**src/include/pll_config.svh**
```systemverilog
// pll controller register map
// word addresses and reset words
`ifndef PLL_CONFIG_SVH
`define PLL_CONFIG_SVH

// register file size
`define PLL_NUM_WORDS  8

// word addresses
`define PLL_ADDR_PS0   3'd0          // post-scaler 0, pll reset in bit 2
`define PLL_ADDR_PS1   3'd1          // post-scaler 1
`define PLL_ADDR_MUL2  3'd2          // prescale, int mode, mul int/frac
`define PLL_ADDR_SSC3  3'd3          // spread spectrum
`define PLL_ADDR_LDET4 3'd4          // lock window, lf high bits, lock
`define PLL_ADDR_LF5   3'd5          // loop filter low word

// reset words
`define PLL_RST_PS     32'h0008_0000 // bypass set, rest clear
`define PLL_RST_MUL    32'h1800_0280 // prescale 1, integer, mul 40
`define PLL_RST_LDET   32'h0000_0064 // 100 tick lock window
`define PLL_RST_LF     32'h0000_0269 // loop filter default
`define PLL_RST_ZERO   32'h0000_0000 // words 3, 6, 7

// lock readback position in word 4
`define PLL_LOCK_BIT   31

`endif

```
**src/logic/pll_pkg.sv**
```systemverilog
// pll controller types
// register word layouts
package pll_pkg;

  // word address on the config bus
  typedef logic [2:0] cfg_addr_t;

  // post-scaler word, msb first here
  // bit 0 upward: l1, rstn, spare, l2, l2_frac, en, bypass, pad
  typedef struct packed {
    logic [11:0] pad;      // [31:20] unused
    logic        bypass;   // [19] ref tick straight through
    logic        en;       // [18] channel enable
    logic [5:0]  l2_frac;  // [17:12] stored only
    logic [7:0]  l2;       // [11:4] second stage, divide by l2+1
    logic        spare;    // [3] dummy bit
    logic        rstn;     // [2] pll reset, word 0 only
    logic [1:0]  l1;       // [1:0] first stage, divide by 2**l1
  } ps_cfg_t;

  // word 4 layout
  typedef struct packed {
    logic        lock_ro;  // [31] reads back lock
    logic [18:0] pad;      // [30:12]
    logic [2:0]  lf_hi;    // [11:9] loop filter bits 34:32
    logic [8:0]  ldet_len; // [8:0] window in ref ticks
  } ldet_cfg_t;

  // one stored word, seen as bus data or as fields
  typedef union packed {
    logic [31:0] raw;      // bus view
    ps_cfg_t     ps;       // words 0 and 1
    ldet_cfg_t   ldet;     // word 4
  } cfg_word_u;

endpackage

```
**src/logic/pll_cfg_if.sv**
```systemverilog
// decoded configuration bundle
// register file to channels and lock monitor
interface pll_cfg_if;
  import pll_pkg::*;

  ps_cfg_t    ps0;       // channel 0 word
  ps_cfg_t    ps1;       // channel 1 word
  logic [8:0] ldet_len;  // lock window length
  logic       pll_rstn;  // word 0 bit 2, low holds everything
  logic       cfg_wr;    // pulse per write to words 0..3

  // register file side
  modport regs (
    output ps0, ps1, ldet_len, pll_rstn, cfg_wr
  );

  // post-scaler side
  modport chan (
    input ps0, ps1, pll_rstn
  );

  // lock monitor, only the en bits of ps0/ps1 are looked at
  modport mon (
    input ps0, ps1, ldet_len, pll_rstn, cfg_wr
  );

endinterface

```
**src/logic/lock_monitor.sv**
```systemverilog
// lock monitor
// windowed check that both channels tick
module lock_monitor (
  input  logic   clk,
  input  logic   RSTB,
  input  logic   ref_tick,
  input  logic   tick0,      // channel 0 output
  input  logic   tick1,      // channel 1 output
  pll_cfg_if.mon cfg,
  output logic   lock
);

  logic [8:0] win_cnt_q;  // ref ticks so far in window
  logic       seen0_q;    // channel 0 ticked this window
  logic       seen1_q;
  logic       lock_q;
  logic       clr;        // restart window, drop lock
  logic       win_end;    // last ref tick of window
  logic       ok0;        // channel 0 satisfied or disabled
  logic       ok1;

  assign clr     = cfg.cfg_wr | ~cfg.pll_rstn;
  assign win_end = ref_tick & (({1'b0, win_cnt_q} + 10'd1) >= {1'b0, cfg.ldet_len});

  // a tick in the closing cycle still counts
  assign ok0 = ~cfg.ps0.en | seen0_q | tick0;
  assign ok1 = ~cfg.ps1.en | seen1_q | tick1;

  always_ff @(posedge clk or negedge RSTB) begin
    if (!RSTB) begin
      win_cnt_q <= '0;
      seen0_q   <= 1'b0;
      seen1_q   <= 1'b0;
      lock_q    <= 1'b0;
    end else if (clr) begin
      win_cnt_q <= '0;                   // config touched, start over
      seen0_q   <= 1'b0;
      seen1_q   <= 1'b0;
      lock_q    <= 1'b0;
    end else if (win_end) begin
      win_cnt_q <= '0;
      seen0_q   <= 1'b0;
      seen1_q   <= 1'b0;
      lock_q    <= ok0 & ok1;            // re-judged every window
    end else begin
      if (ref_tick) begin
        win_cnt_q <= win_cnt_q + 9'd1;
      end
      seen0_q <= seen0_q | tick0;
      seen1_q <= seen1_q | tick1;
    end
  end

  // pll reset forces lock low at once
  assign lock = lock_q & cfg.pll_rstn;

endmodule

```
**src/logic/pll_cfg_regs.sv**
```systemverilog
// configuration register file
// strobe bus access and lock readback
`include "pll_config.svh"

module pll_cfg_regs (
  input  logic               clk,
  input  logic               RSTB,
  input  logic               cfg_req,  // held until ack seen
  input  logic               cfg_web,  // 0 write, 1 read
  input  pll_pkg::cfg_addr_t cfg_ad,
  input  logic [31:0]        cfg_d,
  input  logic               lock,     // from lock monitor
  output logic               cfg_ack,
  output logic [31:0]        cfg_q,
  pll_cfg_if.regs            cfg
);
  import pll_pkg::*;

  cfg_word_u word_q [`PLL_NUM_WORDS];  // stored words
  cfg_word_u rd_word;                  // read mux, lock merged in
  logic      wr_en;                    // write strobe, every held cycle
  logic      wr_first;                 // first cycle of a write request
  logic      ps_wr;                    // write lands in words 0..3
  logic      cfg_wr_q;

  // per-address reset word
  function automatic cfg_word_u rst_word(input cfg_addr_t ad);
    cfg_word_u w;
    case (ad)
      `PLL_ADDR_PS0,
      `PLL_ADDR_PS1:   w.raw = `PLL_RST_PS;
      `PLL_ADDR_MUL2:  w.raw = `PLL_RST_MUL;
      `PLL_ADDR_LDET4: w.raw = `PLL_RST_LDET;
      `PLL_ADDR_LF5:   w.raw = `PLL_RST_LF;
      default:         w.raw = `PLL_RST_ZERO;  // ssc and spare words
    endcase
    return w;
  endfunction

  assign wr_en    = cfg_req & ~cfg_web;
  assign wr_first = wr_en & ~cfg_ack;       // ack still low on first edge
  assign ps_wr    = (cfg_ad <= `PLL_ADDR_SSC3);

  // read data, bit 31 of word 4 is live lock
  always_comb begin
    rd_word = word_q[cfg_ad];
    if (cfg_ad == `PLL_ADDR_LDET4) begin
      rd_word.raw[`PLL_LOCK_BIT] = lock;
    end
  end

  always_ff @(posedge clk or negedge RSTB) begin
    if (!RSTB) begin
      for (int i = 0; i < `PLL_NUM_WORDS; i++) begin
        word_q[i] <= rst_word(cfg_addr_t'(i));
      end
      cfg_ack  <= 1'b0;
      cfg_q    <= '0;
      cfg_wr_q <= 1'b0;
    end else begin
      cfg_ack  <= cfg_req;                // one cycle behind req, both edges
      cfg_wr_q <= wr_first & ps_wr;       // one pulse per write request
      if (wr_en) begin
        word_q[cfg_ad].raw <= cfg_d;      // held req rewrites same value
      end
      if (cfg_req && cfg_web) begin
        cfg_q <= rd_word.raw;             // valid from ack rise on
      end
    end
  end

  // field decode through the union views
  assign cfg.ps0      = word_q[`PLL_ADDR_PS0].ps;
  assign cfg.ps1      = word_q[`PLL_ADDR_PS1].ps;
  assign cfg.pll_rstn = word_q[`PLL_ADDR_PS0].ps.rstn;
  assign cfg.ldet_len = word_q[`PLL_ADDR_LDET4].ldet.ldet_len;
  assign cfg.cfg_wr   = cfg_wr_q;

endmodule

```
**src/logic/pll_ctrl_top.sv**
```systemverilog
// pll configuration and clocking controller
// register file, two post-scalers, lock monitor
module pll_ctrl_top (
  input  logic               clk,
  input  logic               RSTB,
  // config strobe bus
  input  logic               cfg_req,
  input  logic               cfg_web,
  input  pll_pkg::cfg_addr_t cfg_ad,
  input  logic [31:0]        cfg_d,
  output logic               cfg_ack,
  output logic [31:0]        cfg_q,
  // reference edge strobe
  input  logic               ref_tick,
  // outputs
  output logic               out0_tick,
  output logic               out1_tick,
  output logic               lock
);

  pll_cfg_if cfg_bus ();  // decoded fields

  pll_cfg_regs u_regs (
    .clk     (clk),
    .RSTB    (RSTB),
    .cfg_req (cfg_req),
    .cfg_web (cfg_web),
    .cfg_ad  (cfg_ad),
    .cfg_d   (cfg_d),
    .lock    (lock),       // readback in word 4
    .cfg_ack (cfg_ack),
    .cfg_q   (cfg_q),
    .cfg     (cfg_bus)
  );

  // channel 0
  post_scaler u_ps0 (
    .clk      (clk),
    .RSTB     (RSTB),
    .ref_tick (ref_tick),
    .ps       (cfg_bus.ps0),
    .pll_rstn (cfg_bus.pll_rstn),
    .out_tick (out0_tick)
  );

  // channel 1, shares word 0 pll reset
  post_scaler u_ps1 (
    .clk      (clk),
    .RSTB     (RSTB),
    .ref_tick (ref_tick),
    .ps       (cfg_bus.ps1),
    .pll_rstn (cfg_bus.pll_rstn),
    .out_tick (out1_tick)
  );

  lock_monitor u_mon (
    .clk      (clk),
    .RSTB     (RSTB),
    .ref_tick (ref_tick),
    .tick0    (out0_tick),
    .tick1    (out1_tick),
    .cfg      (cfg_bus),
    .lock     (lock)
  );

endmodule

```
**src/logic/post_scaler.sv**
```systemverilog
// output channel post-scaler
// two-stage divider of reference ticks
module post_scaler (
  input  logic             clk,
  input  logic             RSTB,
  input  logic             ref_tick,  // one per reference edge
  input  pll_pkg::ps_cfg_t ps,
  input  logic             pll_rstn,
  output logic             out_tick
);

  logic [2:0] c1_q;        // first stage count
  logic [7:0] c2_q;        // second stage count
  logic [9:0] div_q;       // previous {l1, l2}
  logic [2:0] c1_max;      // terminal count of stage 1
  logic       run;         // enabled and out of pll reset
  logic       cfg_chg;     // divide setting just changed
  logic       carry1;      // stage 1 wraps
  logic       period_end;  // full 2**l1 * (l2+1) period done

  assign run     = ps.en & pll_rstn;
  assign cfg_chg = ({ps.l1, ps.l2} != div_q);

  // 2**l1 - 1 as a thermometer, 000/001/011/111
  assign c1_max = {ps.l1 == 2'd3, ps.l1 >= 2'd2, ps.l1 != 2'd0};

  assign carry1     = ref_tick & (c1_q == c1_max);
  assign period_end = carry1 & (c2_q >= ps.l2);  // >= guards a lowered l2

  always_ff @(posedge clk or negedge RSTB) begin
    if (!RSTB) begin
      c1_q     <= '0;
      c2_q     <= '0;
      div_q    <= '0;
      out_tick <= 1'b0;
    end else begin
      div_q <= {ps.l1, ps.l2};
      if (!run || cfg_chg || ps.bypass) begin
        c1_q <= '0;                       // fresh period on any change
        c2_q <= '0;
      end else if (ref_tick) begin
        c1_q <= carry1 ? 3'd0 : c1_q + 3'd1;
        if (carry1) begin
          c2_q <= period_end ? 8'd0 : c2_q + 8'd1;
        end
      end
      // same register for bypass and divided path
      out_tick <= run & (ps.bypass ? ref_tick : (period_end & ~cfg_chg));
    end
  end

endmodule

```
**config.mk**
```make
export PLATFORM = sky130hd
export DESIGN_NAME = pll_ctrl_top
export DESIGN_NICKNAME = d
export VERILOG_FILES = /design/src/logic/pll_pkg.sv /design/src/logic/pll_cfg_if.sv /design/src/logic/lock_monitor.sv /design/src/logic/pll_cfg_regs.sv /design/src/logic/pll_ctrl_top.sv /design/src/logic/post_scaler.sv
export VERILOG_INCLUDE_DIRS = /design/src /design/src/include
export SDC_FILE = /design/constraint.sdc
export NUM_CORES = 1
export LEC_CHECK = 0
export BUFFER_PORTS_ARGS = -buffer_cell sky130_fd_sc_hd__buf_2
export CAP_MARGIN = 20
export CORE_AREA = 4 4 205 207
export DETAILED_ROUTE_END_ITERATION = 10
export DIE_AREA = 0 0 209 211
export SLEW_MARGIN = 20
export SYNTH_ARGS = -nofsm -noshare
export SYNTH_HDL_FRONTEND = slang
export SYNTH_SLANG_ARGS = --single-unit
```
**constraint.sdc**
```tcl
create_clock -name clk -period 4.8 [get_ports clk]
set_input_delay 0.96 -clock clk [delete_from_list [all_inputs] [get_ports clk]]
set_output_delay 0.96 -clock clk [all_outputs]
set_load 0.005 [all_outputs]
```
; ---- Yosys cells after proc, flatten, opt, wreduce, memory -nomap -nowiden
; Index checks and enable logic that the tools add are counted.
[word_totals]
register_bits = 346
inputBits = 40
wordCells = 125
output_inout_bits = 36
[op_classes]
order_cmp = 8
n_reduce_logical = 18
n_eq_ne = 7
n_mux = 32
add_sub_neg = 6
bitwise_logic = 31
[ops]
columns = operator, n
row1 = 256-bit bitwise mux, 1
row2 = 32-bit binary-select mux with 3-bit select, 1
row3 = 32-bit demux with 3-bit select, 1
row4 = 32-bit 2-to-1 mux, 3
row5 = 8-bit 2-to-1 mux, 8
row6 = 9-bit 2-to-1 mux, 3
row7 = 10-bit inequality test, 2
row8 = 3-bit 2-to-1 mux, 6
row9 = 8-bit by 1-bit adder with 8-bit output (second input constant), 2
row10 = 1-bit AND, 16
row11 = 8-bit greater-or-equal comparator, 2
row12 = 2-bit nonzero test, 7
row13 = 9-bit by 1-bit adder with 10-bit output (second input constant), 1
row14 = 10-bit by 9-bit greater-or-equal comparator with 1-bit output, 1
row15 = 9-bit by 1-bit adder with 9-bit output (second input constant), 1
row16 = 1-bit 2-to-1 mux, 9
row17 = 1-bit NOT, 7
row18 = 1-bit OR, 7
row19 = 3-bit by 1-bit adder with 3-bit output (second input constant), 2
row20 = 3-bit equality test, 2
row21 = 2-bit equality test (second input constant), 2
row22 = 2-bit greater-or-equal comparator (second input constant), 2
row23 = 4-bit greater-or-equal comparator (second input constant), 1
row24 = 1-bit logical OR, 4
row25 = other kinds (8), 11

; ---- Depth between registers and ports, before layout
[depth]
word_depth = 8
ltp_mapped = 11
ltp_nobuf = 11

; ---- Cells and area by module
; From an unflattened synthesis, not the netlist that was laid out.
[hier_totals]
hier_cells = 1278
area_unflattened_um2 = 16803.6
[by_module_without_submodules]
columns = mod, seq_area_each_um2, cells_each, area_each_um2, n_inst
row1 = pll_cfg_regs, 7274.5, 913, 13311.5, 1
row2 = post_scaler, 550.5, 130, 1285.0, 2
row3 = lock_monitor, 300.3, 105, 922.1, 1

; ---- Worst setup path before layout
; OpenSTA, ideal clock, no wires.
[synth_timing]
path_kind = register -> register
from = register u_mon.win_cnt_q[0]
to = register u_mon.lock_q
arrival_time_ns = 2.299
period_less_slack_ns = 2.427
path_stages_with_launch = 12
required_time_ns = 4.672
setup_slack_ns = 2.373
path_buffers = 0
setup_time_ns = 0.128
path_cell_list = dfrtp_1 -> ha_1 -> and3_1 -> nand3_1 -> nand2_1 -> nand2_1 -> ha_1 -> a21oi_1 -> o22ai_1 -> o31ai_2 -> a21oi_2 -> mux2_1
[synth_between]
elab_chain_len = 4
[synth_rtl]
columns = item, line
row1 = from (decl), lock_monitor.sv:13  ; logic [8:0] win_cnt_q;
row2 = from (signal assigned), lock_monitor.sv:47  ; win_cnt_q <= win_cnt_q + 9'd1;
row3 = 9-bit by 1-bit adder with 10-bit output, lock_monitor.sv:23  ; assign win_end = ref_tick & (({1'b0, win_cnt_q} + 10'd1) >= {1'b0, cfg.ldet_len});
row4 = 10-bit by 9-bit greater-or-equal comparator with 1-bit output, lock_monitor.sv:23
row5 = 1-bit AND, lock_monitor.sv:23
row6 = 2-bit nonzero test (no source line), --
row7 = to (signal assigned), lock_monitor.sv:44  ; lock_q <= ok0 & ok1;
row8 = to (decl), lock_monitor.sv:16  ; logic lock_q;
; Every way passes these cells.
; A chain may end at the register's enable or synchronous reset.

; ---- Worst setup path in the final report
; Ends and elaborated chain as after synthesis.

==> metrics.yaml <==
critical_path:
  path_cells: "ha_1, and3_1, nand3_1, nand2_1, nand2_1, ha_1, a21oi_1, o22ai_1, o31ai_2, a21oi_2, mux2_1"
  slowest_stage: "dfrtp_1"
  r2r-end: "u_mon.lock_q$_DFFE_PN0P_"
  cpPeakStageDelay_ps: 430
  cp-start-kind: "flop"
  r2r.worst_path.cells: 11
  worstSetupPathType: "flop to flop"
  path_max_fanout: 6
  cp.depth: 11
  worstSetupEndpoint: "u_mon.lock_q$_DFFE_PN0P_"
  r2r_slack_ps: 2010
  path_buf_inv: 0
  cp_top_family: "compound AO/OA/AOI/OAI gates"
  crit_start: "u_mon.win_cnt_q[0]$_DFFE_PN0P_"
  timing.rr.start: "u_mon.win_cnt_q[0]$_DFFE_PN0P_"
  cp.arrival_ps: 3210
  crit_path_end_kind: "flop"
  cp.required_ps: 5220
final_layout:
  final-seq-area_um2: 8650
  fin_cells: 1747
  multi_input_area_um2: 6840
  layout.nets: 1251
  drive_gt1_share_pct: 41.7
  n_fill_cell: 3697
  area_growth_pct: 14.1
clocking:
  insertion_delay_ps: 560
  holdBufCountCts: 0
  clkTransAtPathRegs_ps: 60
  cts_resized: 0
  clock_sinks: 345
  cts_tree: "built"
  cts.htree.levels: 2
  cts_root_buffer: "clkbuf_16"
  cts_buffers: 40
  cts_max_path_buffers: 3
  cts_setup_buffers: 0
grt:
  grt_util_met1_pct: 24.0
  met3_usage_pct: 2.78
  grt_use_total_pct: 16.5
  grt_pass1_vias: 9696
  globalRoute.totalOverflow: 0
  grt_pass1_wl_mm: 57.4
  gr-usage-met2_pct: 25.8
  antenna_found_initial: 2
  grt_max_degree: 124
  busiest_layer: "met2"
yosys:
  yosys.area_share.simple_pct: 5.16
  synth_xor_area_share_pct: 2.32
  synth_adder_area_share_pct: 2.37
  synth_edf_count: 0
  synth_cell_types: 60
  ys_warn_count: 0
  synthMuxAreaShare_pct: 29.5
  yosys.area.top_type: "dfrtp_1"
  netlist_area_um2: 15800
  syn_avg_cell_area_um2: 14.4
  yosys.area.top_type_share_pct: 52.3
  syn_nets: 1174
  synth_top_family_by_area: "multiplexers"
  synth-async-reset-ratio_pct: 100
  synthFlopType: "dfrtp_1"
  synthCells: 1104
  yosys-top-cells-area: "dfrtp_1 (52%), mux2_2 (18%), mux4_2 (8.8%)"
  synth.ff_latch_count: 345
  ys_seq_area_share_pct: 54.6
  synth_compound_area_share_pct: 3.67
floorplanning:
  die_h_um: 211
  core_um2: 40400
  dieArea_um2: 44100
  rows: 74
  start_util_pct: 39.3
  pin_count: 76
  dieWidth_um: 209
sta:
  finalClockSkew_ps: 27.8
  maxSlewViolCount: 0
  setup_viol: 0
  fmax_mhz: 358
  rsz0062_at_grt: "no"
  tightest_slew_ps: 1050
  fin_crit_sh_pct: 58.1
  slew_headroom_pct: 29.7
  setup_ws_ps: 2010
  min_period_ps: 2790
  final.setup.tns_ps: 0
  hold_viol: 0
drt:
  post_drt_wl_per_cell_um: 20.2
  wl_mm: 35.3
  drc: 0
  vias: 9131
  ant_nets: 0
  post_drt_via_cell_ratio: 5.23
  drt_pass1_iterations: 4
  drt_iter0_markers: 400
place:
  dp_hpwl_mm: 22.5
  placed_cells: 1671
  io_buffers: 75
  place_ws_ps: 1390
  gp_congestion: 0.751
pwr:
  p_per_area_nw_per_um2: 458
  p_leak_uw: 0.00799
  vdd_drop_max_mv: 0.304
run_status:
  status: "finished, final reports clean"
min_path:
  hold_class: "primary input to async pin"
job:
  max-cap-violations: 0
-- worst min-delay path by stage --
stage               slack, ps                        endpoint  cells past startpoint
floorplan                 420        u_ps1.div_q[5]$_DFF_PN0_                      0
global placement          460        u_ps1.div_q[6]$_DFF_PN0_                      0
detailed placement        460        u_ps0.div_q[6]$_DFF_PN0_                      0
CTS                       450  u_mon.win_cnt_q[1]$_DFFE_PN0P_                      1
global route              480     u_regs.cfg_q[4]$_DFFE_PN0P_                      1
finish                    440     u_regs.cfg_q[4]$_DFFE_PN0P_                      1
-- metal layers --
layer / part of all wire (%) / vias up / routed length [µm]
li1: - / 4179 / -
met1: 48 / 4764 / 16800
met2: 46 / 137 / 16400
met3: 4.0 / 49 / 1400
met4: 1.9 / 2 / 684
met5: 0.037 / - / 13
-- cells in the mapped netlist (all sizes together), types with 14 or more instances --
cell type  number
a21oi          44
buf            46
dfrtp         331
dfstp          14
ha             30
inv            27
mux2          256
mux2i          34
mux4           64
nand2          28
nor2           73
xor2           37
-- metrics by stage --
step	hold slack, ps	utilization [%]	instance area [µm²]	power (µW)
final	437	44.8	18100	8290
after global routing	485	44.8	18100	8760
after CTS	447	44.8	18100	8420
after detailed placement	465	41.6	16800	5420
after global placement	459	41.6	16800	5370
after floorplan	420	-	15800	4910
-- power breakdown --
part | leakage [µW] | switching (µW) | total (µW) | internal (µW)
Sequential | 0.00424 | 377 | 3920 | 3540
Clock | 0.000617 | 1210 | 2940 | 1730
Combinational | 0.00313 | 599 | 1430 | 833
Total | 0.00799 | 2190 | 8290 | 6100
-- worst reg2reg max path, cell delays in order, from the launching register on --
cell and delay, ps:
dfrtp_1 430, ha_1 250, and3_1 240, nand3_1 130, nand2_1 90, nand2_1 60, ha_1 280, a21oi_1 150
o22ai_1 100, o31ai_2 390, a21oi_2 170, mux2_1 360
-- cells by family after synthesis --
logic type / count (synthesis)
flops: 345
fa+ha+maj: 30
xor+xnor: 42
mux: 354
buf+inv: 84
simple gates: 161
compound gates: 88
-- area by class of cell --
cell class	instances	share of cell area [%]
Sequential cell	345	47.8
Multi-Input combinational cell	675	37.8
Clock buffer	59	6.37
Tap cell	532	3.68
Timing Repair Buffer	92	3.01
Clock inverter	14	0.685
Inverter	27	0.560
Antenna cell	3	0.0415
-- cell usage in the layout, fill, tap and decap left out, types with 4 or more instances in the layout --
cell        count
o211ai_1        5
inv_1          27
xnor2_1         5
o31ai_1         4
clkbuf_8        8
a21oi_1        43
mux4_2         62
nor2_1         72
and3_1          5
clkinv_2        6
xor2_1         37
buf_4          15
ha_1           30
mux2_1          5
mux2i_1        34
nand2_1        27
clkbuf_16      40
nand4_1         4
nor3_1          5
buf_2          73
mux2_2        251
nand2b_1        8
clkbuf_1       11
dfstp_2        14
o21ai_0         7
clkinvlp_4      4
dfrtp_1       331
nand3_1        11
-- flip-flops by register name, indices dropped and copies added, names as in the netlist, 3 cells and up --
| register | cells |
|---|---|
| u_ps0.div_q | 10 |
| u_regs.cfg.ldet_len | 9 |
| u_ps0.c1_q | 3 |
| u_mon.win_cnt_q | 9 |
| u_ps1.c2_q | 8 |
| u_ps0.c2_q | 8 |
| u_regs.cfg_q | 32 |
| u_regs.cfg.ps0 | 32 |
| u_ps1.c1_q | 3 |
| u_ps1.div_q | 10 |
| u_regs.cfg.ps1 | 32 |
| u_regs.word_q | 182 |
(Power assumes the default switching activity.)
